### config.mk
export PLATFORM = sky130hd
export DESIGN_NAME = acq_top
export DESIGN_NICKNAME = d
export VERILOG_FILES = /design/src/logic/acq_pkg.sv /design/src/logic/sample_timer.sv /design/src/logic/preamp_spi.sv /design/src/logic/adc_spi.sv /design/src/logic/acq_ctrl.sv /design/src/logic/acq_top.sv
export SDC_FILE = /design/constraint.sdc
export NUM_CORES = 1
export LEC_CHECK = 0
export CORE_MARGIN = 4
export CORE_UTILIZATION = 65
export CTS_BUF_LIST = sky130_fd_sc_hd__clkbuf_4 sky130_fd_sc_hd__clkbuf_8 sky130_fd_sc_hd__clkbuf_16
export DETAILED_ROUTE_END_ITERATION = 8
export DONT_BUFFER_PORTS = 1
export MAX_ROUTING_LAYER = met4
export PLACE_DENSITY_LB_ADDON = 0.25
export SYNTH_ARGS = -nofsm -noshare
export SYNTH_HDL_FRONTEND = slang
export SYNTH_HIERARCHICAL = 1
export SYNTH_SLANG_ARGS = --single-unit
### constraint.sdc
create_clock -name CLK50MHZ -period 5 [get_ports CLK50MHZ]
set_input_delay 1 -clock CLK50MHZ [delete_from_list [all_inputs] [get_ports CLK50MHZ]]
set_output_delay 1 -clock CLK50MHZ [all_outputs]
set_load 0.02 [all_outputs]
### src/logic/acq_pkg.sv
`default_nettype none

////////////////////////////////
// acquisition front end constants
////////////////////////////////
package acq_pkg;

	// preamp gain codes, one nibble per channel
	localparam logic [3:0] GAIN_A = 4'b1000;
	localparam logic [3:0] GAIN_B = 4'b0001;

	// preamp spi frame, one gain word
	localparam int AMP_BITS = 8;

	// adc sample width and frame length in sck periods
	// 2 idle, 14 of A, 2 idle, 14 of B, 2 idle
	localparam int ADC_BITS = 14;
	localparam int ADC_FRAME = 34;

	// clock cycles between conversion starts
	localparam int SAMPLE_DIV = 100;

	// hold-off between two preamp frames
	localparam int HOLD_CYCLES = 50;

	// led patterns
	localparam logic [7:0] LED_RESET = 8'haa;
	localparam logic [7:0] LED_DEFAULT = 8'h55;

	// switch codes for the led source
	localparam logic [3:0] SW_A_LO = 4'h1;
	localparam logic [3:0] SW_A_HI = 4'h2;
	localparam logic [3:0] SW_B_LO = 4'h4;
	localparam logic [3:0] SW_B_HI = 4'h8;
	// amplifier readback
	localparam logic [3:0] SW_AMP = 4'h3;

endpackage

`default_nettype wire

### src/logic/sample_timer.sv
`timescale 1ns/1ps
`default_nettype none

module sample_timer (
	input logic CLK50MHZ,
	input logic RST,
	output logic sample_start
);
	import acq_pkg::*;

	// divider width and wrap value
	localparam int CNT_W = $clog2(SAMPLE_DIV);
	localparam logic [CNT_W-1:0] DIV_LAST = CNT_W'(SAMPLE_DIV - 1);

	logic [CNT_W-1:0] div_cnt;

	////////////////////////////////
	// free running divider
	////////////////////////////////
	// first strobe SAMPLE_DIV cycles after reset
	always_ff @(posedge CLK50MHZ) begin
		if (RST) begin
			div_cnt <= '0;
			sample_start <= 1'b0;
		end else if (div_cnt == DIV_LAST) begin
			// wrap, one cycle start strobe
			div_cnt <= '0;
			sample_start <= 1'b1;
		end else begin
			div_cnt <= div_cnt + 1'b1;
			sample_start <= 1'b0;
		end
	end

endmodule

`default_nettype wire

### src/logic/preamp_spi.sv
`timescale 1ns/1ps
`default_nettype none

module preamp_spi (
	input logic CLK50MHZ,
	input logic RST,
	input logic amp_trig,
	output logic amp_done,
	output logic [acq_pkg::AMP_BITS-1:0] amp_rx,
	output logic amp_cs,
	output logic amp_sck,
	output logic amp_mosi,
	input logic amp_miso
);
	import acq_pkg::*;

	// gain word, channel B in the high nibble
	localparam logic [AMP_BITS-1:0] AMP_WORD = {GAIN_B, GAIN_A};
	localparam int BIT_W = $clog2(AMP_BITS);
	localparam logic [BIT_W-1:0] LAST_BIT = BIT_W'(AMP_BITS - 1);

	logic busy;
	logic [BIT_W-1:0] bit_cnt;
	// tx and rx shifters
	logic [AMP_BITS-1:0] tx_sr;
	logic [AMP_BITS-1:0] rx_sr;

	// msb first out of the tx shifter
	assign amp_mosi = tx_sr[AMP_BITS-1];

	////////////////////////////////
	// frame control
	////////////////////////////////
	// sck low half puts a bit out, high half samples it
	always_ff @(posedge CLK50MHZ) begin
		if (RST) begin
			busy <= 1'b0;
			amp_cs <= 1'b1;
			amp_sck <= 1'b0;
			amp_done <= 1'b0;
			bit_cnt <= '0;
		end else begin
			amp_done <= 1'b0;
			if (!busy) begin
				// trigger opens the frame, cs low next cycle
				if (amp_trig) begin
					busy <= 1'b1;
					amp_cs <= 1'b0;
					bit_cnt <= '0;
				end
			end else if (!amp_sck) begin
				// rising sck
				amp_sck <= 1'b1;
			end else begin
				// falling sck, next bit or end of frame
				amp_sck <= 1'b0;
				if (bit_cnt == LAST_BIT) begin
					busy <= 1'b0;
					amp_cs <= 1'b1;
					amp_done <= 1'b1;
				end else begin
					bit_cnt <= bit_cnt + 1'b1;
				end
			end
		end
	end

	////////////////////////////////
	// data path
	////////////////////////////////
	always_ff @(posedge CLK50MHZ) begin
		if (!busy && amp_trig) begin
			tx_sr <= AMP_WORD;
		end else if (busy && amp_sck) begin
			tx_sr <= {tx_sr[AMP_BITS-2:0], 1'b0};
		end
		// miso taken together with the rising sck
		if (busy && !amp_sck) begin
			rx_sr <= {rx_sr[AMP_BITS-2:0], amp_miso};
		end
		// readback held steady until the next frame ends
		if (busy && amp_sck && bit_cnt == LAST_BIT) begin
			amp_rx <= rx_sr;
		end
	end

endmodule

`default_nettype wire

### src/logic/adc_spi.sv
`timescale 1ns/1ps
`default_nettype none

module adc_spi (
	input logic CLK50MHZ,
	input logic RST,
	input logic sample_start,
	output logic adc_done,
	output logic [acq_pkg::ADC_BITS-1:0] sample_a,
	output logic [acq_pkg::ADC_BITS-1:0] sample_b,
	output logic adc_conv,
	output logic adc_sck,
	input logic adc_miso
);
	import acq_pkg::*;

	// slot numbering from 0, one slot per sck period
	localparam int SLOT_W = $clog2(ADC_FRAME);
	localparam logic [SLOT_W-1:0] SLOT_LAST = SLOT_W'(ADC_FRAME - 1);
	localparam logic [SLOT_W-1:0] A_FIRST = SLOT_W'(2);
	localparam logic [SLOT_W-1:0] A_LAST = SLOT_W'(1 + ADC_BITS);
	localparam logic [SLOT_W-1:0] B_FIRST = SLOT_W'(4 + ADC_BITS);
	localparam logic [SLOT_W-1:0] B_LAST = SLOT_W'(3 + 2 * ADC_BITS);

	logic busy;
	logic [SLOT_W-1:0] slot;
	logic in_a;
	logic in_b;
	logic [ADC_BITS-1:0] shift_a;
	logic [ADC_BITS-1:0] shift_b;

	// which channel the current slot belongs to
	assign in_a = (slot >= A_FIRST) && (slot <= A_LAST);
	assign in_b = (slot >= B_FIRST) && (slot <= B_LAST);

	////////////////////////////////
	// conversion and sck sequencing
	////////////////////////////////
	always_ff @(posedge CLK50MHZ) begin
		if (RST) begin
			busy <= 1'b0;
			adc_conv <= 1'b0;
			adc_sck <= 1'b0;
			adc_done <= 1'b0;
			slot <= '0;
		end else begin
			adc_conv <= 1'b0;
			adc_done <= 1'b0;
			if (!busy) begin
				// start while busy is dropped
				if (sample_start) begin
					busy <= 1'b1;
					adc_conv <= 1'b1;
					slot <= '0;
				end
			end else if (adc_conv) begin
				// conversion pulse cycle, sck still idle
				adc_sck <= 1'b0;
			end else if (!adc_sck) begin
				adc_sck <= 1'b1;
			end else begin
				adc_sck <= 1'b0;
				if (slot == SLOT_LAST) begin
					busy <= 1'b0;
					adc_done <= 1'b1;
				end else begin
					slot <= slot + 1'b1;
				end
			end
		end
	end

	////////////////////////////////
	// sample capture
	////////////////////////////////
	// bits taken at the rising sck, idle slots skipped
	always_ff @(posedge CLK50MHZ) begin
		if (busy && !adc_conv && !adc_sck) begin
			if (in_a) begin
				shift_a <= {shift_a[ADC_BITS-2:0], adc_miso};
			end
			if (in_b) begin
				shift_b <= {shift_b[ADC_BITS-2:0], adc_miso};
			end
		end
		// outputs move only at frame end
		if (busy && adc_sck && slot == SLOT_LAST) begin
			sample_a <= shift_a;
			sample_b <= shift_b;
		end
	end

endmodule

`default_nettype wire

### src/logic/acq_ctrl.sv
`timescale 1ns/1ps
`default_nettype none

module acq_ctrl (
	input logic CLK50MHZ,
	input logic RST,
	input logic amp_done,
	output logic amp_trig,
	input logic adc_done,
	input logic [acq_pkg::ADC_BITS-1:0] sample_a,
	input logic [acq_pkg::ADC_BITS-1:0] sample_b,
	input logic [acq_pkg::AMP_BITS-1:0] amp_rx,
	input logic [3:0] sw,
	output logic [7:0] led
);
	import acq_pkg::*;

	// preamp sequencer states
	typedef enum logic [1:0] {
		RESTART,
		AMP_SENDING,
		CNT_WAIT
	} seq_state_t;

	localparam int HOLD_W = $clog2(HOLD_CYCLES);
	localparam logic [HOLD_W-1:0] HOLD_LAST = HOLD_W'(HOLD_CYCLES - 1);
	// zero fill for the high sample slices
	localparam int HI_PAD = 16 - ADC_BITS;

	seq_state_t state;
	logic [HOLD_W-1:0] hold_cnt;
	logic hold_end;

	////////////////////////////////
	// preamp sequencer
	////////////////////////////////
	// reset parks in CNT_WAIT at the last hold count
	// so the first frame goes out right away
	always_ff @(posedge CLK50MHZ) begin
		if (RST) begin
			state <= CNT_WAIT;
		end else begin
			case (state)
				RESTART: state <= AMP_SENDING;
				AMP_SENDING: begin
					if (amp_done) begin
						state <= CNT_WAIT;
					end
				end
				CNT_WAIT: begin
					if (hold_end) begin
						state <= RESTART;
					end
				end
				default: state <= RESTART;
			endcase
		end
	end

	// hold-off counter, cleared outside CNT_WAIT
	always_ff @(posedge CLK50MHZ) begin
		if (RST) begin
			hold_cnt <= HOLD_LAST;
		end else if (state == CNT_WAIT && !hold_end) begin
			hold_cnt <= hold_cnt + 1'b1;
		end else begin
			hold_cnt <= '0;
		end
	end

	assign hold_end = (hold_cnt == HOLD_LAST);
	// one trigger per RESTART cycle
	assign amp_trig = (state == RESTART);

	////////////////////////////////
	// led latch
	////////////////////////////////
	always_ff @(posedge CLK50MHZ) begin
		if (RST) begin
			led <= LED_RESET;
		end else if (adc_done) begin
			case (sw)
				SW_A_LO: led <= sample_a[7:0];
				SW_A_HI: led <= {{HI_PAD{1'b0}}, sample_a[ADC_BITS-1:8]};
				SW_B_LO: led <= sample_b[7:0];
				SW_B_HI: led <= {{HI_PAD{1'b0}}, sample_b[ADC_BITS-1:8]};
				// readback of the previous preamp frame
				SW_AMP: led <= amp_rx;
				default: led <= LED_DEFAULT;
			endcase
		end
	end

endmodule

`default_nettype wire

### src/logic/acq_top.sv
`timescale 1ns/1ps
`default_nettype none

module acq_top (
	input logic CLK50MHZ,
	input logic RST,
	input logic [3:0] sw,
	output logic [7:0] led,
	// preamp pins
	output logic amp_cs,
	output logic amp_sck,
	output logic amp_mosi,
	input logic amp_miso,
	// adc pins
	output logic adc_conv,
	output logic adc_sck,
	input logic adc_miso,
	output logic sample_done
);
	import acq_pkg::*;

	logic sample_start;
	logic amp_trig;
	logic amp_done;
	logic [AMP_BITS-1:0] amp_rx;
	logic [ADC_BITS-1:0] sample_a;
	logic [ADC_BITS-1:0] sample_b;

	////////////////////////////////
	// sampling path
	////////////////////////////////
	sample_timer timer0 (
		.CLK50MHZ(CLK50MHZ),
		.RST(RST),
		.sample_start(sample_start)
	);

	// adc done doubles as the board sample strobe
	adc_spi adc0 (
		.CLK50MHZ(CLK50MHZ),
		.RST(RST),
		.sample_start(sample_start),
		.adc_done(sample_done),
		.sample_a(sample_a),
		.sample_b(sample_b),
		.adc_conv(adc_conv),
		.adc_sck(adc_sck),
		.adc_miso(adc_miso)
	);

	////////////////////////////////
	// preamp and control
	////////////////////////////////
	preamp_spi amp0 (
		.CLK50MHZ(CLK50MHZ),
		.RST(RST),
		.amp_trig(amp_trig),
		.amp_done(amp_done),
		.amp_rx(amp_rx),
		.amp_cs(amp_cs),
		.amp_sck(amp_sck),
		.amp_mosi(amp_mosi),
		.amp_miso(amp_miso)
	);

	acq_ctrl ctrl0 (
		.CLK50MHZ(CLK50MHZ),
		.RST(RST),
		.amp_done(amp_done),
		.amp_trig(amp_trig),
		.adc_done(sample_done),
		.sample_a(sample_a),
		.sample_b(sample_b),
		.amp_rx(amp_rx),
		.sw(sw),
		.led(led)
	);

endmodule

`default_nettype wire

# --- After elaboration in Yosys (flattened, before gate mapping) ---
# Index checks and enable logic that the tools add are counted.
op_classes:
  n_reduce_logical: 30
  n_eq_ne: 19
  bitwise_logic: 5
  addsub: 4
  order_cmp: 4
  n_mux: 33
op_table:
  columns: ["cell", "count"]
  rows:
  - ["one-hot mux 8 bit (5 select lines)", 1]
  - ["two-way mux 6 bit", 6]
  - ["two-way mux 1 bit", 19]
  - ["adder 6 x 1 -> 6 bit (second input constant)", 2]
  - ["== test 6 bit (second input constant)", 2]
  - ["two-way mux 3 bit", 4]
  - ["logical AND 1 bit", 11]
  - ["!= test 2 bit (second input constant)", 5]
  - ["== test 4 x 2 -> 1 bit (second input constant)", 2]
  - ["adder 7 x 1 -> 7 bit (second input constant)", 1]
  - ["== test 7 bit (second input constant)", 1]
  - [">= comparator 6 x 2 -> 1 bit (second input constant)", 1]
  - [">= comparator 6 x 5 -> 1 bit (second input constant)", 1]
  - ["<= comparator 6 x 4 -> 1 bit (second input constant)", 1]
  - ["<= comparator 6 x 5 -> 1 bit (second input constant)", 1]
  - ["!= test 2 x 1 -> 1 bit (second input constant)", 3]
  - ["one-hot mux 2 bit (3 select lines)", 1]
  - ["AND reduction 2 bit", 3]
  - ["AND reduction 3 bit", 2]
  - ["OR reduction 2 bit", 3]
  - ["logical NOT 1 bit", 5]
  - ["NOT 1 bit", 5]
  - ["== test 4 x 1 -> 1 bit (second input constant)", 1]
  - ["== test 4 x 3 -> 1 bit (second input constant)", 1]
  - ["other kinds (11)", 13]
totals:
  inputBits: 8
  ff_bits: 118
  wordCells: 118
  out_inout_bits: 14

# --- Logic depth before layout (Yosys ltp) ---
# Gate-level depths: netlist of the first run.
logic_depth:
  word_depth: 5
  ltp_mapped: 6
  mapped_depth_nobuf: 5

# --- Cells and area by module ---
# Netlist of the first run, hierarchy kept.
modules_own_cells:
  columns: ["mod", "area_per_inst_um2", "seq_area_each_um2", "cells_each", "instances"]
  rows:
  - ["adc_spi", 2243.4, 1881.8, 122, 1]
  - ["preamp_spi", 1048.5, 720.7, 77, 1]
  - ["acq_ctrl", 994.7, 320.3, 107, 1]
  - ["sample_timer", 336.6, 160.2, 33, 1]

# --- Worst setup path after synthesis of the first run ---
# OpenSTA, ideal clock, no wires.
synth_path:
  kind: "reg2reg"
  from: "register adc0.slot[3]"
  to: "register adc0/sample_a[0] in the netlist's numbering (enable)"
  period_less_slack_ns: 2.544
  required_time_ns: 4.587
  arrival_time_ns: 2.131
  setup_slack_ns: 2.456
  setup_time_ns: 0.413
  n_path_buf: 1
  stages_incl_launch_ff: 6
  path_cell_list: "dfxtp_1 -> clkbuf_2 -> nor4b_4 -> and2_1 -> nand2_1 -> nor2_1"
synth_via:
  elab_chain_cells: 2
synth_lines:
  columns: ["element", "line", "rtl"]
  rows:
  - ["start: declaration", "adc_spi.sv:26", "logic [SLOT_W-1:0] slot;"]
  - ["start signal: assignment", "adc_spi.sv:67", "slot <= slot + 1'b1;"]
  - ["== test 6 bit", "adc_spi.sv:87", "if (busy && adc_sck && slot == SLOT_LAST) begin"]
  - ["logical AND 1 bit", "adc_spi.sv:87", null]
  - ["end signal: assignment", "adc_spi.sv:88", "sample_a <= shift_a;"]
  - ["end: declaration", "adc_spi.sv:9", "output logic [acq_pkg::ADC_BITS-1:0] sample_a,"]
# No other way between the ends.
# A chain may end at the register's enable or synchronous reset.

# --- Final worst setup path of the first run ---
layout_path:
  from: "register adc0.busy"
  to: "register adc0.shift_b[5] (enable)"
layout_via:
  elab_chain_cells: 3
layout_lines:
  columns: ["element", "line", "rtl"]
  rows:
  - ["start: declaration", "adc_spi.sv:25", "logic busy;"]
  - ["start signal: assignment", "adc_spi.sv:41", "busy <= 1'b0;"]
  - ["start signal: assignment", "adc_spi.sv:52", "busy <= 1'b1;"]
  - ["start signal: assignment", "adc_spi.sv:64", "busy <= 1'b0;"]
  - ["logical AND 1 bit (2 in a row)", "adc_spi.sv:78", "if (busy && !adc_conv && !adc_sck) begin"]
  - ["AND reduction 2 bit (no source line)", null, null]
  - ["end signal: assignment", "adc_spi.sv:83", "shift_b <= {shift_b[ADC_BITS-2:0], adc_miso};"]
  - ["end: declaration", "adc_spi.sv:30", "logic [ADC_BITS-1:0] shift_b;"]
# No other way between the ends.

==> results of run 1 <==
-- worst paths after layout --
check                              from                     endpoint  slack (ns)
max                adc0/busy$_SDFF_PP0_    adc0/shift_b[5]$_DFFE_PP_        2.68
min          adc0/shift_b[13]$_DFFE_PP_  adc0/sample_b[13]$_DFFE_PP_        0.42
max reg2reg        adc0/busy$_SDFF_PP0_    adc0/shift_b[5]$_DFFE_PP_        2.68
min reg2reg  adc0/shift_b[13]$_DFFE_PP_  adc0/sample_b[13]$_DFFE_PP_        0.42
-- flip-flops by register name, indices dropped and copies added (netlist names), 7 cells and up --
| name | count |
|---|---|
| amp0/rx_sr | 8 |
| adc0/sample_a | 14 |
| amp0/amp_rx | 8 |
| adc0/shift_b | 14 |
| ctrl0/led | 8 |
| timer0/div_cnt | 7 |
| adc0/sample_b | 14 |
| adc0/shift_a | 14 |
-- worst register-to-register path: cells and delay by family, from the launching register on --
| family | cells | cell delay [ns] |
|---|---|---|
| simple gates | 3 | 1.48 |
| flops | 1 | 0.45 |
-- layer usage --
metal  track usage  vias to the layer above
li1              -                     1300
met1         0.273                     1348
met2         0.347                      106
met4         0.124                        0
met3        0.0796                       26
met5             -                        -
-- power breakdown --
part           total [mW]  switching (mW)  leakage (nW)  internal (mW)
Sequential           1.12          0.0509          1.02           1.07
Combinational       0.113          0.0586         0.495         0.0543
Clock                1.26           0.410         0.317          0.850
Total                2.49           0.519          1.84           1.97
-- placed cells by master (no fill, tap or decap), drive strengths merged, types with 6 or more instances in the layout --
| cell type | instances |
|---|---|
| clkbuf | 24 |
| edfxtp | 72 |
| inv | 11 |
| nand3 | 15 |
| nor3 | 14 |
| a21oi | 15 |
| a22o | 6 |
| ha | 9 |
| nor2 | 24 |
| mux2 | 9 |
| nand2b | 7 |
| nand2 | 13 |
| dfxtp | 46 |
| o21ai | 6 |
-- area by class of cell --
type	instances	area [um^2]	share of cell area
Tap cell	96	120	0.0227
Clock inverter	8	116	0.0220
Sequential cell	118	3080	0.583
Inverter	10	37.5	0.00710
Timing Repair Buffer	1	7.51	0.00142
Multi-Input combinational cell	197	1410	0.267
Clock buffer	24	509	0.0963
-- cells by family (layout without fill, tap and decap cells) --
logic type,Yosys count,count (layout),synth area share
buffers and inverters,24,43,0.0292
DFF,118,118,0.667
and+or+nand+nor,106,106,0.136
xor gates and xnor gates,8,8,0.0152
adders and majority gates,9,9,0.0244
AOI/OAI and AO/OA,63,63,0.0991
muxes,11,11,0.0295
-- stage by stage --
stage | util | std cells
3_3_place_gp | 0.679 | 422
4_1_cts | 0.770 | 454
5_1_grt | 0.770 | 454
2_1_floorplan | - | 339
3_5_place_dp | 0.679 | 422
6_report | 0.770 | 454
==> out/results.tsv, run 1 <==
metric	value	unit
outcome	finished clean	
CP cell instances	or2b_1 > or3_1 > nor2_1	
Net Count, Synth	356	
DP Worst Slack	2.65	ns
Crit. End Element	register	
worst path arrival time	2.45	ns
#FFs+latches synth	118	
CP Max Fanout	14	
Max IR drop VDD	331	uV
layout cells sized above 1	0.165	
Max Freq	0.432	GHz
area of the core	0.00687	mm^2
total number of vias	2780	
CTS buffer count	17	
fraction of registers with async set/reset	0	
Crit path max-delay family	simple AND/OR/NAND/NOR gates	
row count	30	
Clock Root Buffer	clkbuf_8	
HP Class	reg2reg	
DR WL met2	4.31	mm
clk_skew	0.0100	ns
Fill cells	385	
Yosys cell types	64	
max incr delay on CP	0.82	ns
I/O Buffers	0	
EDFF count, synth	72	
Cells on Worst Hold Path	0	
Final Hold Viols	0	
PwrDens	472	mW/mm^2
Antenna Nets Post-Route	0	
Slew Limit Fails	0	
H-tree depth	4	
kind of critical path	reg2reg	
Reg clk slew, reported paths	0.06	ns
count leader, synth	edfxtp_1	
GPL Wtd Cong	0.878	
Synth Cell Area	0.00462	mm^2
max-cap viol count	0	
Routed met3 length	527	um
Syn-to-layout area delta	14.3	%
TritonCTS clock tree	built	
number of global-route vias before repair	2723	
setup ws final	2.68	ns
Hold Worst Slack	0.425	ns
Post-Synthesis Cells	339	
Tot Pwr	2.49	mW
clk buf depth	2	
# DRC	0	
crit path max-delay cell type	nor2_1	
Post-CTS Hold Fix Bufs	0	
IO Pins	22	
Setup Viol. Count Final	0	
final critical path time including I/O delays and setup	2.32	ns
global-route wire length before repair	14.1	mm
wl on met1	3.71	mm
Warnings, synthesis	6	
leading area contributor after synthesis	edfxtp_1	
sum of negative setup slack	0	ns
Initial DRC Count	252	
Crit path buffers/inverters	0	
part of the cycle the worst path needs	0.463	
Die X	92.3	um
clock sinks	118	
register area share after synthesis	0.667	
Top FF cell, synth	edfxtp_1	
Pre-antenna DRT Iters	7	
initial antenna violation count	0	
Highest Signal Layer	met4	
die footprint	0.00853	mm^2
Synth area leaders	edfxtp_1, dfxtp_1, ha_1	
Avg Synthesized Cell Area	13.6	um^2
top cell type's share of synthesized area	0.468	
Critical Path Source Type	register	
CTS resizes	0	
via density per instance	6.12	
largest net degree at the start of global routing	39	
WL per Instance	19.4	um
NumNets Final	362	
GR Overflow Total	0	
dpl hpwl	5.25	mm
All-Layer GR Usage	0.230	
Final Cell Area	0.00529	mm^2
worst skew pair latency	0.52	ns
Die Height	92.3	um
Routed WL	8.80	mm
R2R depth	3	
Initial Utilization	0.673	
antenna cell count	0	
number of cells on the critical path	3	
Worst-Margin Slew	1.05	ns
WP data required	5.13	ns
relative slew slack	0.298	
number of setup buffers added after CTS	0	
Leakage	1.84	nW
DP Area	0.00466	mm^2
unrepaired setup endpoints after global routing	no	
synth cell count leaders	edfxtp_1, dfxtp_1, nor2_1	
(Power assumes the default switching activity.)
==> run 2, diff against run 1 <==
--- a/config.mk
+++ b/config.mk
@@ -5,8 +5,9 @@
 export SDC_FILE = /design/constraint.sdc
 export NUM_CORES = 1
 export LEC_CHECK = 0
+export ABC_AREA = 1
 export CORE_MARGIN = 4
-export CORE_UTILIZATION = 65
+export CORE_UTILIZATION = 62
 export CTS_BUF_LIST = sky130_fd_sc_hd__clkbuf_4 sky130_fd_sc_hd__clkbuf_8 sky130_fd_sc_hd__clkbuf_16
 export DETAILED_ROUTE_END_ITERATION = 8
 export DONT_BUFFER_PORTS = 1
==> constraint.sdc (replaced) <==
create_clock -name CLK50MHZ -period 2.4 [get_ports CLK50MHZ]
set_input_delay 0.48 -clock CLK50MHZ [delete_from_list [all_inputs] [get_ports CLK50MHZ]]
set_output_delay 0.48 -clock CLK50MHZ [all_outputs]
set_load 0.02 [all_outputs]
==> run 2 against run 1 <==
- global-route usage down 2.3 points
- clock skew shrank 0.0028 ns
- count of clock-buffer cells in the layout decreased by 7
- area after synthesis increased by 2.1%
- hold slack got worse by 0.38 ns
- sequential cell count did not move
- final cell count rose by 20%
- die area rose by 6.5%
- register-to-register slack worse by 1.9 ns
- critical endpoint is now sample_done
- highest routed layer unchanged
==> out/results.tsv, run 2 <==
metric	value	unit	change
Fill cells	465		+21%
worst skew pair latency	0.50	ns	-0.02 ns
kind of critical path	reg2out		
commonest non-fill, non-tap cell in the layout	edfxtp_1		
WP data required	1.92	ns	-3.21 ns
# DRC	0		unchanged
Initial Utilization	0.644		-0.0289
Clock Root Buffer	clkbuf_8		
HP Class	in2reg		
Worst-Margin Slew	0.605	ns	-0.443 ns
Hold Worst Slack	0.0462	ns	-0.379 ns
sum of negative setup slack	0	ns	unchanged
Leakage	2.04	nW	+11%
CTS buffer count	17		unchanged
IO Pins	22		unchanged
Placed Instances	512		+21%
area of the core	0.00733	mm^2	+6.7%
Die Height	95.3	um	+3.2%
Max Freq	0.610	GHz	
Pre-antenna DRT Iters	5		-2
clk buf depth	2		unchanged
final critical path time including I/O delays and setup	1.64	ns	
PwrDens	958	mW/mm^2	+100%
max-cap viol count	0		unchanged
DP Area	0.00483	mm^2	+3.6%
grt met1 use	0.256		-0.0168
Antenna Nets Post-Route	0		unchanged
largest net degree at the start of global routing	29		-26%
Most Crowded Layer GR	met2		
leading area contributor after synthesis	edfxtp_1		
EDFF count, synth	72		unchanged
fraction of registers with async set/reset	0		unchanged
antenna cell count	0		unchanged
number of global-route vias before repair	2912		+6.9%
Max IR drop VDD	620	uV	+87%
Net Count, Synth	433		+22%
Final Cell Area	0.00541	mm^2	+2.3%
#FFs+latches synth	118		unchanged
Syn-to-layout area delta	14.5	%	
Setup Viol. Count Final	0		unchanged
WL per Instance	14.9	um	-23%
die footprint	0.00908	mm^2	+6.5%
Post-CTS Hold Fix Bufs	0		unchanged
Finished Layout Cells	544		+20%
DP Worst Slack	0.790	ns	-1.86 ns
synth cell count leaders	edfxtp_1, nand2_1, dfxtp_1		
met3 Usage GRT	0.0710		-0.00858
register area share after synthesis	0.653		-0.0140
Yosys cell types	35		-45%
GR Overflow Total	0		unchanged
I/O Buffers	0		unchanged
Warnings, synthesis	6		unchanged
Final Hold Viols	0		unchanged
Slew Limit Fails	0		unchanged
All-Layer GR Usage	0.207		-0.0233
Top FF cell, synth	edfxtp_1		
GRT met2 Usage	0.314		-0.0331
Reg clk slew, reported paths	0.06	ns	about the same
Synth Cell Area	0.00472	mm^2	+2.1%
Tot Pwr	5.18	mW	+110%
Synth area leaders	edfxtp_1, dfxtp_1, nand3_1		
CTS resizes	0		unchanged
row count	31		+3.3%
Critical Path Source Type	register		
GPL Wtd Cong	0.848		-3.3%
outcome	finished clean		
relative slew slack	0.595		+0.297
part of the cycle the worst path needs	0.683		
final core utilization	0.737		-0.0321
number of setup buffers added after CTS	0		unchanged
Post-Synthesis Cells	416		+23%
Avg Synthesized Cell Area	11.4	um^2	-17%
layout cells sized above 1	0.164		-0.000760
H-tree depth	4		unchanged
top cell type's share of synthesized area	0.458		-0.00979
clk_skew	0.00723	ns	-0.00282 ns
setup ws final	0.760	ns	-1.92 ns
initial antenna violation count	0		unchanged
via density per instance	5.49		-10%
most frequent cells in the layout	edfxtp_1, nand2_1, dfxtp_1		
dpl hpwl	5.19	mm	-1.3%
Crit. End Element	primary output		
total number of vias	2985		+7.4%
Die X	95.3	um	+3.2%
clock sinks	118		unchanged
CP Max Fanout	10		-4
unrepaired setup endpoints after global routing	no		
Routed WL	8.11	mm	-7.9%
Initial DRC Count	158		-37%
worst path arrival time	1.16	ns	-1.29 ns
count leader, synth	edfxtp_1		
NumNets Final	449		+24%
TritonCTS clock tree	built		
global-route wire length before repair	13.5	mm	-4.1%
==> run 2: cell count changes after synthesis, moves of 7 or more <==
cell,delta
inv_1,+29
nand2_1,+39
nand2_2,+7
nand3_1,+30
nand4_1,+11
nor2_1,+21
nor3_1,-12
o21ai_0,+8
==> run 2: final cells by class <==
type	count	area, um^2	area share
Clock buffer	17	414	0.0766
Clock inverter	15	163	0.0301
Inverter	46	178	0.0329
Multi-Input combinational cell	245	1420	0.262
Sequential cell	118	3080	0.570
Tap cell	99	124	0.0229
Timing Repair Buffer	4	30.0	0.00555
==> run 2: final timing paths <==
kind | startpoint | to | slack [ns] | depth (start not counted)
setup / recovery | adc0/adc_done$_SDFF_PP0_ | sample_done | 0.76 | 0
hold / removal | RST | amp0/busy$_SDFF_PP0_ | 0.05 | 1
setup reg to reg | adc0/slot[1]$_SDFFE_PP0P_ | adc0/sample_a[4]$_DFFE_PP_ | 0.78 | 7
hold reg to reg | adc0/shift_a[13]$_DFFE_PP_ | adc0/sample_a[13]$_DFFE_PP_ | 0.43 | 0
==> run 2: cell families after synthesis <==
kind of cell / after synthesis / synth area share
fa+ha+maj: 9 / 0.0238
buf+inv: 53 / 0.0506
xor+xnor: 7 / 0.0130
simple gates: 184 / 0.204
compound gates: 45 / 0.0556
flops: 118 / 0.653
==> run 2: report_power, final <==
| group | internal (mW) | switching [mW] | total [mW] | leakage, nW |
|---|---|---|---|---|
| registers | 2.28 | 0.106 | 2.39 | 1.02 |
| clock network | 1.56 | 0.868 | 2.43 | 0.271 |
| logic | 0.131 | 0.230 | 0.361 | 0.742 |
| total | 3.97 | 1.20 | 5.18 | 2.04 |
==> run 2: layer usage <==
| layer | share of wire | vias to the layer above | wire (um) |
|---|---|---|---|
| met1 | 0.44 | 1400 | 3590 |
| met3 | 0.062 | 16 | 501 |
| met4 | 0.016 | 0 | 129 |
| met5 | 0 | - | 0 |
| met2 | 0.48 | 98 | 3880 |
| li1 | - | 1471 | - |
==> run 3, diff against run 2 <==
--- a/config.mk
+++ b/config.mk
@@ -7,7 +7,7 @@
 export LEC_CHECK = 0
 export ABC_AREA = 1
 export CORE_MARGIN = 4
-export CORE_UTILIZATION = 62
+export CORE_UTILIZATION = 56
 export CTS_BUF_LIST = sky130_fd_sc_hd__clkbuf_4 sky130_fd_sc_hd__clkbuf_8 sky130_fd_sc_hd__clkbuf_16
 export DETAILED_ROUTE_END_ITERATION = 8
 export DONT_BUFFER_PORTS = 1
==> constraint.sdc (replaced) <==
create_clock -name CLK50MHZ -period 1.5 [get_ports CLK50MHZ]
set_input_delay 0.3 -clock CLK50MHZ [delete_from_list [all_inputs] [get_ports CLK50MHZ]]
set_output_delay 0.3 -clock CLK50MHZ [all_outputs]
set_load 0.02 [all_outputs]
==> run 3 against run 2 <==
- hold slack got worse by 0.025 ns
- global-route usage decreased by 1.5 points
- combinational power increased by 73%
- core utilization fell by 3.9 points
- first-iteration DRC count down 15%
- worst setup slack got worse by 0.68 ns
- sequential power rose by 59%
- count of clock-buffer cells in the layout increased by 3
- final cell count is 4.8% higher
==> out/results.tsv, run 3 (synthesized netlist as in run 2, its figures left out) <==
metric	value	unit	change
worst skew pair latency	0.51	ns	about the same
via density per instance	5.34		-2.7%
Routed WL	8.43	mm	+4.0%
most frequent cells in the layout	edfxtp_1, nand2_1, nand3_1		
Logic pwr share	0.074		+0.004
Critical Path Source Type	register		
relative slew slack	0.530		-0.0655
Antenna Nets Post-Route	0		unchanged
Sw Share	0.236		+0.00325
Clock Root Buffer	clkbuf_8		
layout cells sized above 1	0.228		+0.0639
Flop pwr share	0.452		-0.009
clk buf depth	2		unchanged
Crit path max-delay family	flip-flops		
die footprint	0.00997	mm^2	+9.8%
area of the core	0.00822	mm^2	+12%
WP data required	1.71	ns	-0.21 ns
Hold Path Sink	timer0/div_cnt[5]$_SDFF_PP0_		
WL per Instance	14.8	um	-0.72%
Critical R2R Capture	adc0/sample_a[1]$_DFFE_PP_		
IO Pins	22		unchanged
worst path arrival time	1.64	ns	+0.48 ns
All-Layer GR Usage	0.192		-0.0153
reg2reg start	adc0/slot[0]$_SDFFE_PP0P_		
R2R depth	7		unchanged
max incr delay on CP	0.39	ns	
unrepaired setup endpoints after global routing	no		
Setup Viol. Count Final	0		unchanged
HP Class	in2reg		
sw power	1.98	mW	+65%
NumNets Final	469		+4.5%
DP Area	0.00501	mm^2	+3.7%
Initial DRC Count	135		-15%
Final Hold Viols	0		unchanged
Leakage	2.19	nW	+7.4%
Clock Power Share	0.474		+0.005
Tot Pwr	8.41	mW	+62%
Max Freq	0.704	GHz	
FF-to-FF setup slack	0.08	ns	-0.70 ns
Worst Hold Launch	RST		
Worst-Margin Slew	0.703	ns	+0.0982 ns
commonest non-fill, non-tap cell in the layout	edfxtp_1		
Die Height	99.8	um	+4.8%
CP cell instances	ha_4 > nand2_1 > inv_1 > nand3_2 > nor2_4 > buf_12 > buf_16		
# DRC	0		unchanged
outcome	finished clean		
kind of critical path	reg2reg		
total number of vias	3043		+1.9%
clock sinks	118		unchanged
antenna cell count	0		unchanged
part of the cycle the worst path needs	0.947		
Reg clk slew, reported paths	0.05	ns	about the same
I/O Buffers	0		unchanged
global-route wire length before repair	14.2	mm	+5.6%
row count	33		+6.5%
Crit. End Element	register		
cell internal pwr	6.43	mW	+62%
Syn-to-layout area delta	21.5	%	
clk_skew	0.0149	ns	+0.00765 ns
initial antenna violation count	0		unchanged
TritonCTS clock tree	built		
number of global-route vias before repair	3047		+4.6%
Hold Worst Slack	0.0211	ns	-0.0251 ns
PwrDens	1470	mW/mm^2	+53%
dpl hpwl	5.71	mm	+10%
GR Overflow Total	0		unchanged
Slew Limit Fails	0		unchanged
CP Max Fanout	7		-3
Max IR drop VDD	761	uV	+23%
crit path max-delay cell type	dfxtp_2		
Die X	99.8	um	+4.8%
Cells on Worst Hold Path	3		+2
CTS buffer count	17		unchanged
final critical path time including I/O delays and setup	1.42	ns	
Pre-antenna DRT Iters	4		-1
Final Cell Area	0.00574	mm^2	+6.2%
max-cap viol count	0		unchanged
Crit path buffers/inverters	3		
largest net degree at the start of global routing	19		-34%
H-tree depth	4		unchanged
GPL Wtd Cong	0.866		+2.1%
Initial Utilization	0.575		-0.0694
final core utilization	0.698		-0.0390
==> run 3: cell types whose count changed in the layout (fill, tap and decap cells not counted), sizes merged <==
cell / delta
buf: +17
clkinv: -8
inv: +7
clkbuf: +3
dlygate4sd3: +3
bufinv: -1
clkinvlp: -1
==> run 3: how the worst max path moves through the flow <==
stage / start / end / slack, ns / depth (start not counted)
2_1_floorplan: adc0/adc_sck$_SDFFE_PP0P_ / adc0/shift_a[0]$_DFFE_PP_ / -0.10 / 3
3_3_place_gp: adc0/adc_sck$_SDFFE_PP0P_ / adc0/shift_a[6]$_DFFE_PP_ / -0.16 / 3
3_5_place_dp: adc0/adc_sck$_SDFFE_PP0P_ / adc0/shift_a[4]$_DFFE_PP_ / -0.22 / 3
4_1_cts: adc0/slot[0]$_SDFFE_PP0P_ / adc0/sample_a[1]$_DFFE_PP_ / 0.002 / 8
5_1_grt: adc0/adc_sck$_SDFFE_PP0P_ / adc0/shift_b[4]$_DFFE_PP_ / 0.006 / 5
6_report: adc0/slot[0]$_SDFFE_PP0P_ / adc0/sample_a[1]$_DFFE_PP_ / 0.08 / 7
==> run 3: what timing repair did <==
action,CTS,global route
hold buffers,3,0
endpoints found under the hold margin,23,0
gates resized for setup,2,2
setup endpoints to repair,42,29
cloned,2,0
pin swaps,1,1
setup buffers,4,0
==> run 3: metrics by stage <==
stage	cells	TNS [ns]	setup slack (ns)
6_report	570	0	0.0797
5_1_grt	570	0	0.00582
4_1_cts	571	0	0.00202
3_5_place_dp	531	-3.22	-0.216
3_3_place_gp	531	-2.30	-0.165
2_1_floorplan	416	-4.68	-0.103
==> run 3: tightest hold or removal path, cell delays in order <==
cell	delay, ns
inv_1	0.05
nand3_1	0.09
nor2_1	0.04
==> run 3: cell type report <==
| type | instances | area (um^2) |
|---|---|---|
| flip-flops and latches | 118 | 3090 |
| fillers | 578 | 2480 |
| multi-input cells | 245 | 1460 |
| clock buffers | 20 | 460 |
| repair buffers | 24 | 278 |
| inverters | 46 | 178 |
| clock inverters | 12 | 138 |
| well taps | 105 | 131 |
==> run 3: power by group through the flow <==
stage	combinational, mW	sequential [mW]	clock, mW
after global placement	0.577	3.86	0
after CTS	0.631	3.80	4.06
after global routing	0.717	3.83	4.23
after detailed placement	0.604	3.87	0
final	0.624	3.80	3.99
after floorplan	0.501	3.84	0
==> run 3: routing by layer <==
metal | track usage | vias up | part of all wire
met5 | - | - | 0
met4 | 0.0998 | 0 | 0.015
met3 | 0.0528 | 10 | 0.049
met2 | 0.289 | 69 | 0.49
met1 | 0.237 | 1447 | 0.44
li1 | - | 1517 | -
